[src/logic/mbxCyclePkg.sv]
// Cache cycle command types and quad-word helpers, referenced by scoped name from the MBX blocks
package mbxCyclePkg;

  // Words in one quad of the memory buffer
  localparam int numWords = 4;

  // Word index inside a quad, from the low physical address bits
  typedef logic [1:0] wordIdx_t;

  // One bit per quad word, bit 0 is word 0
  typedef logic [numWords-1:0] wordMask_t;

  //////////////////////////////////////////////////
  // Cache cycle levels, held for the whole cycle
  //////////////////////////////////////////////////
  typedef struct packed {
    logic      oneWordRd;
    logic      coreRdRq;
    logic      pageRefill;
    logic      cacheWrCyc;
    logic      writebackCyc;
    wordIdx_t  wordAdr;
    wordMask_t wdValid;     // Words already valid in the cache
  } cycleCmd_t;

  // Lowest-numbered set word of a mask, 0 when the mask is empty
  function automatic wordIdx_t lowestWord(input wordMask_t mask);
    wordIdx_t idx;
    idx = '0;
    // Scan from the top so the lowest set bit is the last one kept
    for (int i = numWords - 1; i >= 0; i--) begin
      if (mask[i]) begin
        idx = wordIdx_t'(i);
      end
    end
    return idx;
  endfunction

endpackage
[src/logic/mbxBufferPkg.sv]
// Memory-buffer status and memory request types shared by the MBX tracker, issue logic and top
package mbxBufferPkg;

  //////////////////////////////////////////////////
  // MB write-request status
  //////////////////////////////////////////////////
  typedef struct packed {
    mbxCyclePkg::wordMask_t pending;   // Words still waiting to go to memory
    mbxCyclePkg::wordIdx_t  mbSel;     // Lowest pending word
    logic                   mbReqHold;
  } mbStatus_t;

  //////////////////////////////////////////////////
  // Registered requests toward the memory port
  //////////////////////////////////////////////////
  typedef struct packed {
    logic                   memRdRq;
    logic                   memWrRq;
    mbxCyclePkg::wordMask_t rqWords;
    mbxCyclePkg::wordIdx_t  firstWord;
    logic                   mbReqIn;
  } memReq_t;

  // Decoded word requests, one stage before the memory request
  typedef struct packed {
    mbxCyclePkg::wordMask_t rqWords;
    logic                   rdRq;
    logic                   wrRq;
  } decodeOut_t;

endpackage

[src/logic/mbxTop.sv]
// MBX memory-buffer control top, connects cycle decode, word tracker, writeback sequencer and issue
module mbxTop (
  input  logic                    clk,
  input  logic                    reset,
  input  mbxCyclePkg::cycleCmd_t  cmd,
  input  mbxCyclePkg::wordMask_t  loadMask,
  input  logic                    mbWrRqClr,
  input  logic                    writebackStart,
  input  logic                    phaseChangeComing,
  input  logic                    mbCyc,
  input  logic                    inhFirstReq,
  output mbxBufferPkg::memReq_t   req,
  output mbxBufferPkg::mbStatus_t status,
  output logic                    cacheToMbDone
);

  mbxBufferPkg::decodeOut_t dec;
  logic                     cacheToMbT4;

  //////////////////////////////////////////////////
  // Request path
  //////////////////////////////////////////////////
  cycleDecode cycleDecode0 (
    .clk     (clk),
    .reset   (reset),
    .cmd     (cmd),
    .pending (status.pending),
    .dec     (dec)
  );

  memRequestIssue memRequestIssue0 (
    .clk         (clk),
    .reset       (reset),
    .dec         (dec),
    .cacheToMbT4 (cacheToMbT4),
    .mbReqHold   (status.mbReqHold),
    .mbCyc       (mbCyc),
    .inhFirstReq (inhFirstReq),
    .req         (req)
  );

  //////////////////////////////////////////////////
  // MB bookkeeping and writeback
  //////////////////////////////////////////////////
  mbWordTracker mbWordTracker0 (
    .clk       (clk),
    .reset     (reset),
    .loadMask  (loadMask),
    .mbWrRqClr (mbWrRqClr),
    .status    (status)
  );

  cacheToMbSequencer cacheToMbSequencer0 (
    .clk               (clk),
    .reset             (reset),
    .writebackStart    (writebackStart),
    .phaseChangeComing (phaseChangeComing),
    .pending           (status.pending),
    .cacheToMbT4       (cacheToMbT4),
    .cacheToMbDone     (cacheToMbDone)
  );

endmodule

[src/logic/memRequestIssue.sv]
// Memory request register stage, issues read and write requests, first word and the MB request
module memRequestIssue (
  input  logic                     clk,
  input  logic                     reset,
  input  mbxBufferPkg::decodeOut_t dec,
  input  logic                     cacheToMbT4,
  input  logic                     mbReqHold,
  input  logic                     mbCyc,
  input  logic                     inhFirstReq,
  output mbxBufferPkg::memReq_t    req
);

  mbxBufferPkg::memReq_t reqNext;

  //////////////////////////////////////////////////
  // Next request
  //////////////////////////////////////////////////
  always_comb begin
    reqNext.memRdRq = dec.rdRq;

    // Each writeback pass ends in a memory write
    reqNext.memWrRq = dec.wrRq | cacheToMbT4;

    reqNext.rqWords = dec.rqWords;

    // Memory starts the quad at the lowest wanted word
    reqNext.firstWord = mbxCyclePkg::lowestWord(dec.rqWords);

    // No MB request while the MB cycle runs or the first one is held off
    reqNext.mbReqIn = mbReqHold & ~mbCyc & ~inhFirstReq;
  end

  always_ff @(posedge clk) begin
    if (reset) begin
      req <= '0;
    end else begin
      req <= reqNext;
    end
  end

endmodule

[src/logic/cacheToMbSequencer.sv]
// Cache-to-MB writeback sequencer, steps T1..T4 once per word and flags the end of the transfer
module cacheToMbSequencer (
  input  logic                   clk,
  input  logic                   reset,
  input  logic                   writebackStart,
  input  logic                   phaseChangeComing,
  input  mbxCyclePkg::wordMask_t pending,
  output logic                   cacheToMbT4,
  output logic                   cacheToMbDone
);

  logic wrOutEn;
  logic t1;
  logic t2;
  logic t3;
  logic t4;
  logic moreWords;

  assign moreWords = |pending;

  // Nothing left at T1 ends the transfer
  assign cacheToMbDone = t1 & ~moreWords;

  //////////////////////////////////////////////////
  // Flip-flop chain, T1 re-entered from T4
  //////////////////////////////////////////////////
  always_ff @(posedge clk) begin
    if (reset) begin
      wrOutEn <= 1'b0;
      t1      <= 1'b0;
      t2      <= 1'b0;
      t3      <= 1'b0;
      t4      <= 1'b0;
    end else begin
      wrOutEn <= writebackStart;
      t1      <= wrOutEn | t4;
      // T2 waits here for the memory phase change
      t2      <= (t1 & moreWords) | (t2 & ~phaseChangeComing);
      t3      <= t2 & phaseChangeComing;
      t4      <= t3;
    end
  end

  assign cacheToMbT4 = t4;

endmodule

[src/logic/mbWordTracker.sv]
// MB write-request tracker, keeps the pending word mask, picks the next word and forms the hold flag
module mbWordTracker (
  input  logic                    clk,
  input  logic                    reset,
  input  mbxCyclePkg::wordMask_t  loadMask,
  input  logic                    mbWrRqClr,
  output mbxBufferPkg::mbStatus_t status
);

  mbxCyclePkg::wordMask_t pending;
  mbxCyclePkg::wordMask_t pendingNext;
  mbxCyclePkg::wordMask_t clrMask;
  mbxCyclePkg::wordIdx_t  mbSel;
  logic                   mbReqHold;

  //////////////////////////////////////////////////
  // Word select
  //////////////////////////////////////////////////

  // Lowest pending word goes first
  assign mbSel = mbxCyclePkg::lowestWord(pending);

  // Decode the selected word for the clear strobe
  always_comb begin
    clrMask = '0;
    for (int i = 0; i < mbxCyclePkg::numWords; i++) begin
      if (mbSel == mbxCyclePkg::wordIdx_t'(i)) begin
        clrMask[i] = mbWrRqClr;
      end
    end
  end

  //////////////////////////////////////////////////
  // Pending mask update
  //////////////////////////////////////////////////

  // New words are merged in first; a clear on the same word wins
  assign pendingNext = (pending | loadMask) & ~clrMask;

  always_ff @(posedge clk) begin
    if (reset) begin
      pending <= '0;
    end else begin
      pending <= pendingNext;
    end
  end

  // Hold follows the pending set one edge late
  always_ff @(posedge clk) begin
    if (reset) begin
      mbReqHold <= 1'b0;
    end else begin
      mbReqHold <= |pending;
    end
  end

  always_comb begin
    status.pending   = pending;
    status.mbSel     = mbSel;
    status.mbReqHold = mbReqHold;
  end

endmodule

[src/logic/cycleDecode.sv]
// Cycle command decoder, turns the cache cycle levels into registered quad-word requests
module cycleDecode (
  input  logic                     clk,
  input  logic                     reset,
  input  mbxCyclePkg::cycleCmd_t   cmd,
  input  mbxCyclePkg::wordMask_t   pending,
  output mbxBufferPkg::decodeOut_t dec
);

  logic                     rdNonValWds;
  logic                     wrWdsInMb;
  mbxCyclePkg::wordMask_t   oneWordMask;
  mbxBufferPkg::decodeOut_t decNext;

  //////////////////////////////////////////////////
  // Cycle classes
  //////////////////////////////////////////////////

  // Reads that must fetch every word the cache does not hold
  assign rdNonValWds = (cmd.coreRdRq & ~cmd.oneWordRd) | cmd.pageRefill;

  // Cycles whose data sits in the MB waiting for memory
  assign wrWdsInMb = cmd.cacheWrCyc | cmd.writebackCyc;

  // One-hot word select for a single-word read
  always_comb begin
    oneWordMask = '0;
    for (int i = 0; i < mbxCyclePkg::numWords; i++) begin
      if (cmd.wordAdr == mbxCyclePkg::wordIdx_t'(i)) begin
        oneWordMask[i] = cmd.oneWordRd;
      end
    end
  end

  //////////////////////////////////////////////////
  // Word requests and request flags
  //////////////////////////////////////////////////
  always_comb begin
    decNext.rqWords = oneWordMask |
                      ({mbxCyclePkg::numWords{wrWdsInMb}} & pending) |
                      ({mbxCyclePkg::numWords{rdNonValWds}} & ~cmd.wdValid);

    // Any read class goes to memory as a read
    decNext.rdRq = cmd.coreRdRq | cmd.oneWordRd | rdNonValWds;

    // Writes only go out when the MB actually holds something
    decNext.wrRq = wrWdsInMb & (|pending);
  end

  always_ff @(posedge clk) begin
    if (reset) begin
      dec <= '0;
    end else begin
      dec <= decNext;
    end
  end

endmodule

[config.mk]
export PLATFORM = sky130hd
export DESIGN_NAME = mbxTop
export DESIGN_NICKNAME = d
export VERILOG_FILES = /design/src/logic/mbxCyclePkg.sv /design/src/logic/mbxBufferPkg.sv /design/src/logic/mbxTop.sv /design/src/logic/memRequestIssue.sv /design/src/logic/cacheToMbSequencer.sv /design/src/logic/mbWordTracker.sv /design/src/logic/cycleDecode.sv
export SDC_FILE = /design/constraint.sdc
export NUM_CORES = 1
export LEC_CHECK = 0
export ABC_CLOCK_PERIOD_IN_PS = 900
export BUFFER_PORTS_ARGS = -buffer_cell sky130_fd_sc_hd__buf_2
export CAP_MARGIN = 10
export CORE_MARGIN = 10
export CORE_UTILIZATION = 40
export CTS_CLUSTER_DIAMETER = 40
export DETAILED_ROUTE_END_ITERATION = 12
export PLACE_DENSITY = 0.69
export RECOVER_POWER = 100
export SYNTH_ARGS = -nofsm -noshare
export SYNTH_HDL_FRONTEND = slang
export SYNTH_HIERARCHICAL = 1
export SYNTH_SLANG_ARGS = --single-unit
[constraint.sdc]
create_clock -name clk -period 0.9 [get_ports clk]
set_input_delay 0 -clock clk [delete_from_list [all_inputs] [get_ports clk]]
set_output_delay 0 -clock clk [all_outputs]
set_load 0.1 [all_outputs]
# After elaboration in Yosys (flattened, before gate mapping)
# Cells that the tools add are included.
# W data, S select, Z words.
[word_totals]
regBits = 25
mem_bits_ro = 0
ramBits = 0
memories = 0
latch_bits = 0
[op_classes]
n_bitwise = 28
mul = 0
eq_ne = 6
n_reduce_logical = 5
addsub = 0
n_mux = 15
n_lt_le_gt_ge = 0
shifts = 0
n_div = 0
[ops]
columns = ["op", "count"]
rows = [
  ["$and A4 B4 Y4", 3],
  ["$mux W2", 6],
  ["$or A4 B4 Y4", 3],
  ["$mux W1", 9],
  ["$and A1 B1 Y1", 8],
  ["$eq A2 B2 Y1 const B", 4],
  ["$not A4 Y4", 2],
  ["$or A1 B1 Y1", 7],
  ["$not A1 Y1", 5],
  ["$eq A2 B1 Y1 const B", 2],
  ["$logic_not A2 Y1", 2],
  ["$reduce_or A4 Y1", 1],
  ["$reduce_or A3 Y1", 1],
  ["$reduce_or A2 Y1", 1],
]

# Depth between registers and ports, before layout
# Gate-level depths: netlist of the first run.
[depth]
ltp_word = 8
mapped_depth = 3

# Hierarchy
# The synthesis of the first run kept the hierarchy.
[modules_own_cells]
columns = ["module", "area_each_um2", "cells_each", "n_inst"]
rows = [
  ["memRequestIssue", 274.0, 22, 1],
  ["cycleDecode", 256.5, 28, 1],
  ["mbWordTracker", 211.5, 24, 1],
  ["cacheToMbSequencer", 165.2, 16, 1],
]

# Least setup slack after synthesis of the first run
# No wires, ideal clock.
[synth_timing]
kind = "register to output"
startpoint = "register mbWordTracker0.pending[2]"
endpoint = "output port status[2] (netlist bit)"
arrival_time_ns = 3.280
stages_incl_launch_ff = 3
setup_slack_ns = -2.380
cell_sequence = "dfxtp_1 nor2_1 nor3_1"
[synth_lines]
columns = ["item", "line", "rtl"]
rows = [
  ["from (decl)", "mbWordTracker.sv:10", "mbxCyclePkg::wordMask_t pending;"],
  ["from (signal assigned)", "mbWordTracker.sv:44", "pending <= pendingNext;"],
  ["to (decl)", "mbxTop.sv:13", "output mbxBufferPkg::mbStatus_t status,"],
]

# Final worst setup path of the first run
[layout_timing]
startpoint = "register mbWordTracker0.pending[3]"
endpoint = "output port cacheToMbDone"
[layout_via]
elab_chain_len = 3
[layout_rtl]
columns = ["item", "line", "rtl"]
rows = [
  ["$reduce_or A4 Y1", "cacheToMbSequencer.sv:19", "assign moreWords = |pending;"],
  ["$not A1 Y1", "cacheToMbSequencer.sv:22", "assign cacheToMbDone = t1 & ~moreWords;"],
  ["$and A1 B1 Y1", "cacheToMbSequencer.sv:22", ""],
  ["to (decl)", "mbxTop.sv:14", "output logic cacheToMbDone"],
]
# No other way between the ends.

==> results of run 1 <==
## timing repair
item / in CTS / in global routing
resized for setup: 18 / 13
hold endpoints to repair: 14 / 0
setup endpoints to repair: 14 / 18
pin swaps: 8 / 10
setup buffers: 5 / 5
hold buffers: 21 / 0
## stage by stage
stage               power (uW)  hold WS (ps)  area (sq um)  cells
floorplan                 1850          62.4           971     90
CTS                       2900         -10.7          1880    196
detailed placement        2280           166          1530    166
finish                    3020          35.5          1950    200
global route              3130          19.7          1950    200
global placement          2260           163          1530    166
## registers in the layout (all words and copies together), names as in the netlist
name                             flops
mbWordTracker0/mbReqHold             1
cacheToMbSequencer0/t3               1
mbWordTracker0/pending               4
cacheToMbSequencer0/t1               1
cacheToMbSequencer0/wrOutEn          1
memRequestIssue0/req                 9
cacheToMbSequencer0/t2               1
cycleDecode0/dec                     6
cacheToMbSequencer0/cacheToMbT4      1
## power by group
group | internal [uW] | switching (uW) | total [uW]
combinational | 556 | 714 | 1270
sequential | 1190 | 77.8 | 1260
clock | 166 | 316 | 482
total | 1910 | 1110 | 3020
## cells in the mapped netlist
| cell type | n | area [sq um] |
|---|---|---|
| a2111oi_1 | 1 | 10.0 |
| a211oi_1 | 1 | 7.51 |
| a21oi_1 | 1 | 5.00 |
| a311oi_1 | 2 | 17.5 |
| a31oi_1 | 5 | 31.3 |
| and2_1 | 1 | 6.26 |
| and2b_2 | 6 | 52.6 |
| buf_4 | 1 | 7.51 |
| dfxtp_1 | 25 | 500 |
| inv_1 | 4 | 15.0 |
| nand2_1 | 1 | 3.75 |
| nand2b_1 | 2 | 12.5 |
| nand3_1 | 1 | 5.00 |
| nand3b_1 | 2 | 15.0 |
| nor2_1 | 14 | 52.6 |
| nor2b_1 | 3 | 18.8 |
| nor3_1 | 3 | 15.0 |
| nor3b_1 | 1 | 7.51 |
| nor4_1 | 2 | 12.5 |
| nor4_2 | 1 | 12.5 |
| nor4b_1 | 1 | 8.76 |
| nor4b_2 | 1 | 15.0 |
| o21a_1 | 1 | 7.51 |
| o21ai_0 | 4 | 20.0 |
| o21bai_1 | 4 | 30.0 |
| o32ai_1 | 1 | 8.76 |
| or3b_1 | 1 | 8.76 |
## logic make-up (layout without fill, tap and decap cells)
logic type | after synthesis | in the layout | synth area share, %
AND/OR/NAND/NOR | 40 | 40 | 27.2
flip-flops | 25 | 25 | 55.2
AO/OA/AOI/OAI | 20 | 20 | 15.2
buffers and inverters | 5 | 87 | 2.48
## path summary, 6_finish.rpt
path	start	end	depth (start not counted)
setup reg to reg	mbWordTracker0/pending[1]	mbWordTracker0/pending[0]	4
hold / removal	cmd[4]	cycleDecode0/dec[2]	3
setup / recovery	mbWordTracker0/pending[3]	cacheToMbDone	3
hold reg to reg	cacheToMbSequencer0/wrOutEn	cacheToMbSequencer0/t1	2
## metal layers
metal / global-route usage [%] / wire length [um] / share of wire (%)
met3: 3.80 / 219 / 5.6
met2: 28.4 / 2100 / 53
met4: 4.62 / 169 / 4.3
met1: 17.0 / 1440 / 37
met5: 0 / 0 / 0
## final cells by class
| type | count | area [sq um] | area share (%) |
|---|---|---|---|
| flip-flops and latches | 25 | 528 | 27.1 |
| inverters | 4 | 15.0 | 0.770 |
| repair buffers | 79 | 853 | 43.7 |
| clock buffers | 3 | 22.5 | 1.15 |
| well taps | 28 | 35.0 | 1.80 |
| clock inverters | 1 | 5.00 | 0.257 |
| multi-input cells | 60 | 492 | 25.2 |
## critical path: stages, from the launching register on
cell     delay [ps]
dfxtp_4         390
nor4_4          280
and2_4          200
buf_12          160
==> reports/summary.txt, run 1 <==
Top Ports: 39
synthesized area: 907 sq um
Seq/Total Area, Yosys: 55.2%
Synth Register Bits: 25
core area: 2190 sq um
Sum Neg Setup Slack: -3280 ps
RD Place Congestion: 0.756
Starting Density: 41.4%
VDD IR max: 1.08 mV
dpl ws: -147 ps
Chip Width: 67.6 um
GRT overflow: 0
clock-pin transition on the worst setup and hold timing paths: 130 ps
CTS H-tree lvls: 1
first-pass GRT wire length: 5.55 mm
layout cell share with drive strength beyond 1: 58.7%
Layout Utilization: 89.0%
via count: 1066
GRT Util Overall: 15.5%
Hold Vio Cnt, Final: 0
highest clock rate: 748 MHz
Root Buffer Master: clkbuf_4
pin count of the biggest net entering global routing: 27
Syn Inst Count: 90
Synth-to-Final Area Change: 115%
Final Setup Violations: 17
clk sink count: 25
Inserted Diodes: 0
Detail Route Antenna Nets: 0
synth unique cells: 27
kind of critical path: reg2out
worst setup margin: -437 ps
critical path endpoint category: output pin
WL/cell: 19.6 um
most frequent cells in the layout: dlygate4sd3_1 (20), buf_2 (20), buf_12 (16)
row count: 17
Worst Tran Pin Value: 481 ps
largest fanout on the critical path: 3
crit path time final: 1340 ps
Worst-Skew Late Latency: 310 ps
pins over their slew limit: 0
failing checks: negative setup slack
Register-to-Register Setup Slack: -200 ps
status: complete, but fails checks
Synth Area per Inst: 10.1 sq um
Hold Path Class: in2reg
DRC viols: 0
CP arrival: 1340 ps
Max clock buf depth: 2
Final Cycle Share: 149%
Max transition margin: 67.9%
Cell Pwr Density: 1550 nW/um^2
Iter 0 DRT Violations: 66
Die Y: 67.6 um
initial antenna violation count: 0
skew final: 1.26 ps
leakage: 0.000820 uW
Syn Nets: 112
first-pass iteration count of the detailed router: 4
Max Cap Viol: 0
total wire length: 3.93 mm
fillcell total: 80
RSZ-0062 raised after global routing: yes
crit start category: flip-flop
vias per cell: 5.33
yosys warns: 6
Req. time, crit path: 900 ps
CTS tree: yes
total CTS buffers: 3
I/O Buffers: 38
vias in the first global route: 1122
Die ar.: 4570 sq um
final net count: 195
(Power assumes the default switching activity.)
==> run 2: changes to the inputs <==
--- a/config.mk
+++ b/config.mk
@@ -13,7 +13,7 @@
 export CTS_CLUSTER_DIAMETER = 40
 export DETAILED_ROUTE_END_ITERATION = 12
 export PLACE_DENSITY = 0.69
-export RECOVER_POWER = 100
+export RECOVER_POWER = 50
 export SYNTH_ARGS = -nofsm -noshare
 export SYNTH_HDL_FRONTEND = slang
 export SYNTH_HIERARCHICAL = 1
==> reports/summary.txt, run 2 (synthesis gave the netlist of run 1 again) <==
Max Cap Viol: 0
Worst Tran Pin Value: 486 ps
Synth-to-Final Area Change: 116%
total wire length: 3.91 mm
I/O Buffers: 38
Register-to-Register Setup Slack: -200 ps
Logic pwr share: 42.2%
RD Place Congestion: 0.756
Reg2Reg Capture Point: mbWordTracker0/pending[0]
most frequent cells in the layout: buf_2 (21), dlygate4sd3_1 (20), buf_12 (17)
highest clock rate: 748 MHz
worst hold start: cmd[4]
Final Setup Violations: 17
Hold Path Class: in2reg
total power: 3020 uW
Worst path slowest cell: dfxtp_4
Final Cycle Share: 148%
DRC viols: 0
status: complete, but fails checks
RSZ-0062 raised after global routing: yes
total CTS buffers: 3
first-pass GRT wire length: 5.55 mm
vias per cell: 5.29
WL/cell: 19.5 um
via count: 1057
skew final: 1.23 ps
GRT overflow: 0
final net count: 195
Sw Pwr: 1110 uW
Hold Path End: cycleDecode0/dec[2]
pins over their slew limit: 0
r2r worst-path depth: 4
leakage: 0.000825 uW
clock power share: 15.9%
register with the most flip-flops: memRequestIssue0/req
Int Pwr: 1910 uW
CTS H-tree lvls: 1
Chip Width: 67.6 um
largest fanout on the critical path: 3
worst setup margin: -436 ps
Layout Utilization: 89.5%
first-pass iteration count of the detailed router: 4
initial antenna violation count: 0
core area: 2190 sq um
Inserted Diodes: 0
Max clock buf depth: 2
kind of critical path: reg2out
layout cell share with drive strength beyond 1: 59.9%
CTS tree: yes
Max transition margin: 67.6%
vias in the first global route: 1122
slowest stage delay, CP: 390 ps
critical path endpoint category: output pin
Top Ports: 39
crit start category: flip-flop
row count: 17
failing checks: negative setup slack
Root Buffer Master: clkbuf_4
clock-pin transition on the worst setup and hold timing paths: 130 ps
Die Y: 67.6 um
Reg2Reg Launch Point: mbWordTracker0/pending[1]
Cell Pwr Density: 1540 nW/um^2
Iter 0 DRT Violations: 71
Die ar.: 4570 sq um
Hold Vio Cnt, Final: 0
Worst-Skew Late Latency: 310 ps
commonest non-fill, non-tap cell in the layout: buf_2
VDD IR max: 1.09 mV
clk sink count: 25
Detail Route Antenna Nets: 0
Starting Density: 41.4%
crit path time final: 1340 ps
Req. time, crit path: 900 ps
pin count of the biggest net entering global routing: 27
CP arrival: 1340 ps
Flop pwr share: 41.9%
switching power share of the total: 36.7%
GRT Util Overall: 15.5%
biggest regs: memRequestIssue0/req (9), cycleDecode0/dec (6), mbWordTracker0/pending (4)
worst hold slack: 38.1 ps
worst path cell trace: nor4_4, and2_4, buf_12
Largest register FFs: 9
worst hold path depth: 3
run 2: cell types whose count changed in the layout (fill, tap and decap cells not counted):
cell / delta
buf_8: -1
buf_12: +1
clkbuf_1: -1
buf_2: +1
o21ai_2: +1
o21ai_1: -1
run 2: final cells by class:
class	instances	area [sq um]
repair buffers	79	860
well taps	28	35.0
flip-flops and latches	25	528
clock inverters	1	5.00
inverters	4	15.0
fillers	77	230
multi-input cells	60	495
clock buffers	3	22.5
run 2: how the worst max path moves through the flow:
stage | slack, ps | cells past startpoint | from | endpoint
after floorplan | -560 | 2 | mbWordTracker0/pending[3] | status[2]
after global placement | -110 | 3 | mbWordTracker0/pending[1] | cacheToMbDone
after detailed placement | -150 | 3 | mbWordTracker0/pending[1] | cacheToMbDone
after CTS | -450 | 3 | mbWordTracker0/pending[0] | cacheToMbDone
after global routing | -490 | 3 | mbWordTracker0/pending[3] | cacheToMbDone
final | -440 | 3 | mbWordTracker0/pending[3] | cacheToMbDone
run 2: metal layers:
metal	global-route usage, %	wire [um]
met1	17.0	1440
met2	28.4	2080
met3	3.80	203
met4	4.62	178
met5	0	0
run 2: critical path, delay by kind of cell, from the launching register on:
| family | cells | cell delay [ps] |
|---|---|---|
| flip-flops | 1 | 390 |
| buffers and inverters | 1 | 160 |
| AND/OR/NAND/NOR | 2 | 480 |
run 2: what timing repair did:
| item | in CTS | in global routing |
|---|---|---|
| endpoints found under the setup margin | 14 | 18 |
| resized for setup | 18 | 13 |
| hold buffers | 21 | 0 |
| setup buffers | 5 | 5 |
| pin swaps | 8 | 10 |
| endpoints found under the hold margin | 14 | 0 |
run 2: power groups by stage:
stage	logic [uW]	registers (uW)	clock network, uW
global route	1320	1270	538
detailed placement	1010	1270	0
CTS	1160	1260	483
floorplan	285	1560	0
finish	1270	1270	480
global placement	994	1270	0
run 2: through the flow:
stage | TNS (ps) | worst slack [ps] | cell area, sq um | cells
after floorplan | -1760 | -561 | 971 | 90
after global placement | -462 | -112 | 1530 | 166
after detailed placement | -747 | -147 | 1530 | 166
after CTS | -2930 | -447 | 1880 | 196
after global routing | -3830 | -494 | 1960 | 200
final | -3280 | -436 | 1960 | 200
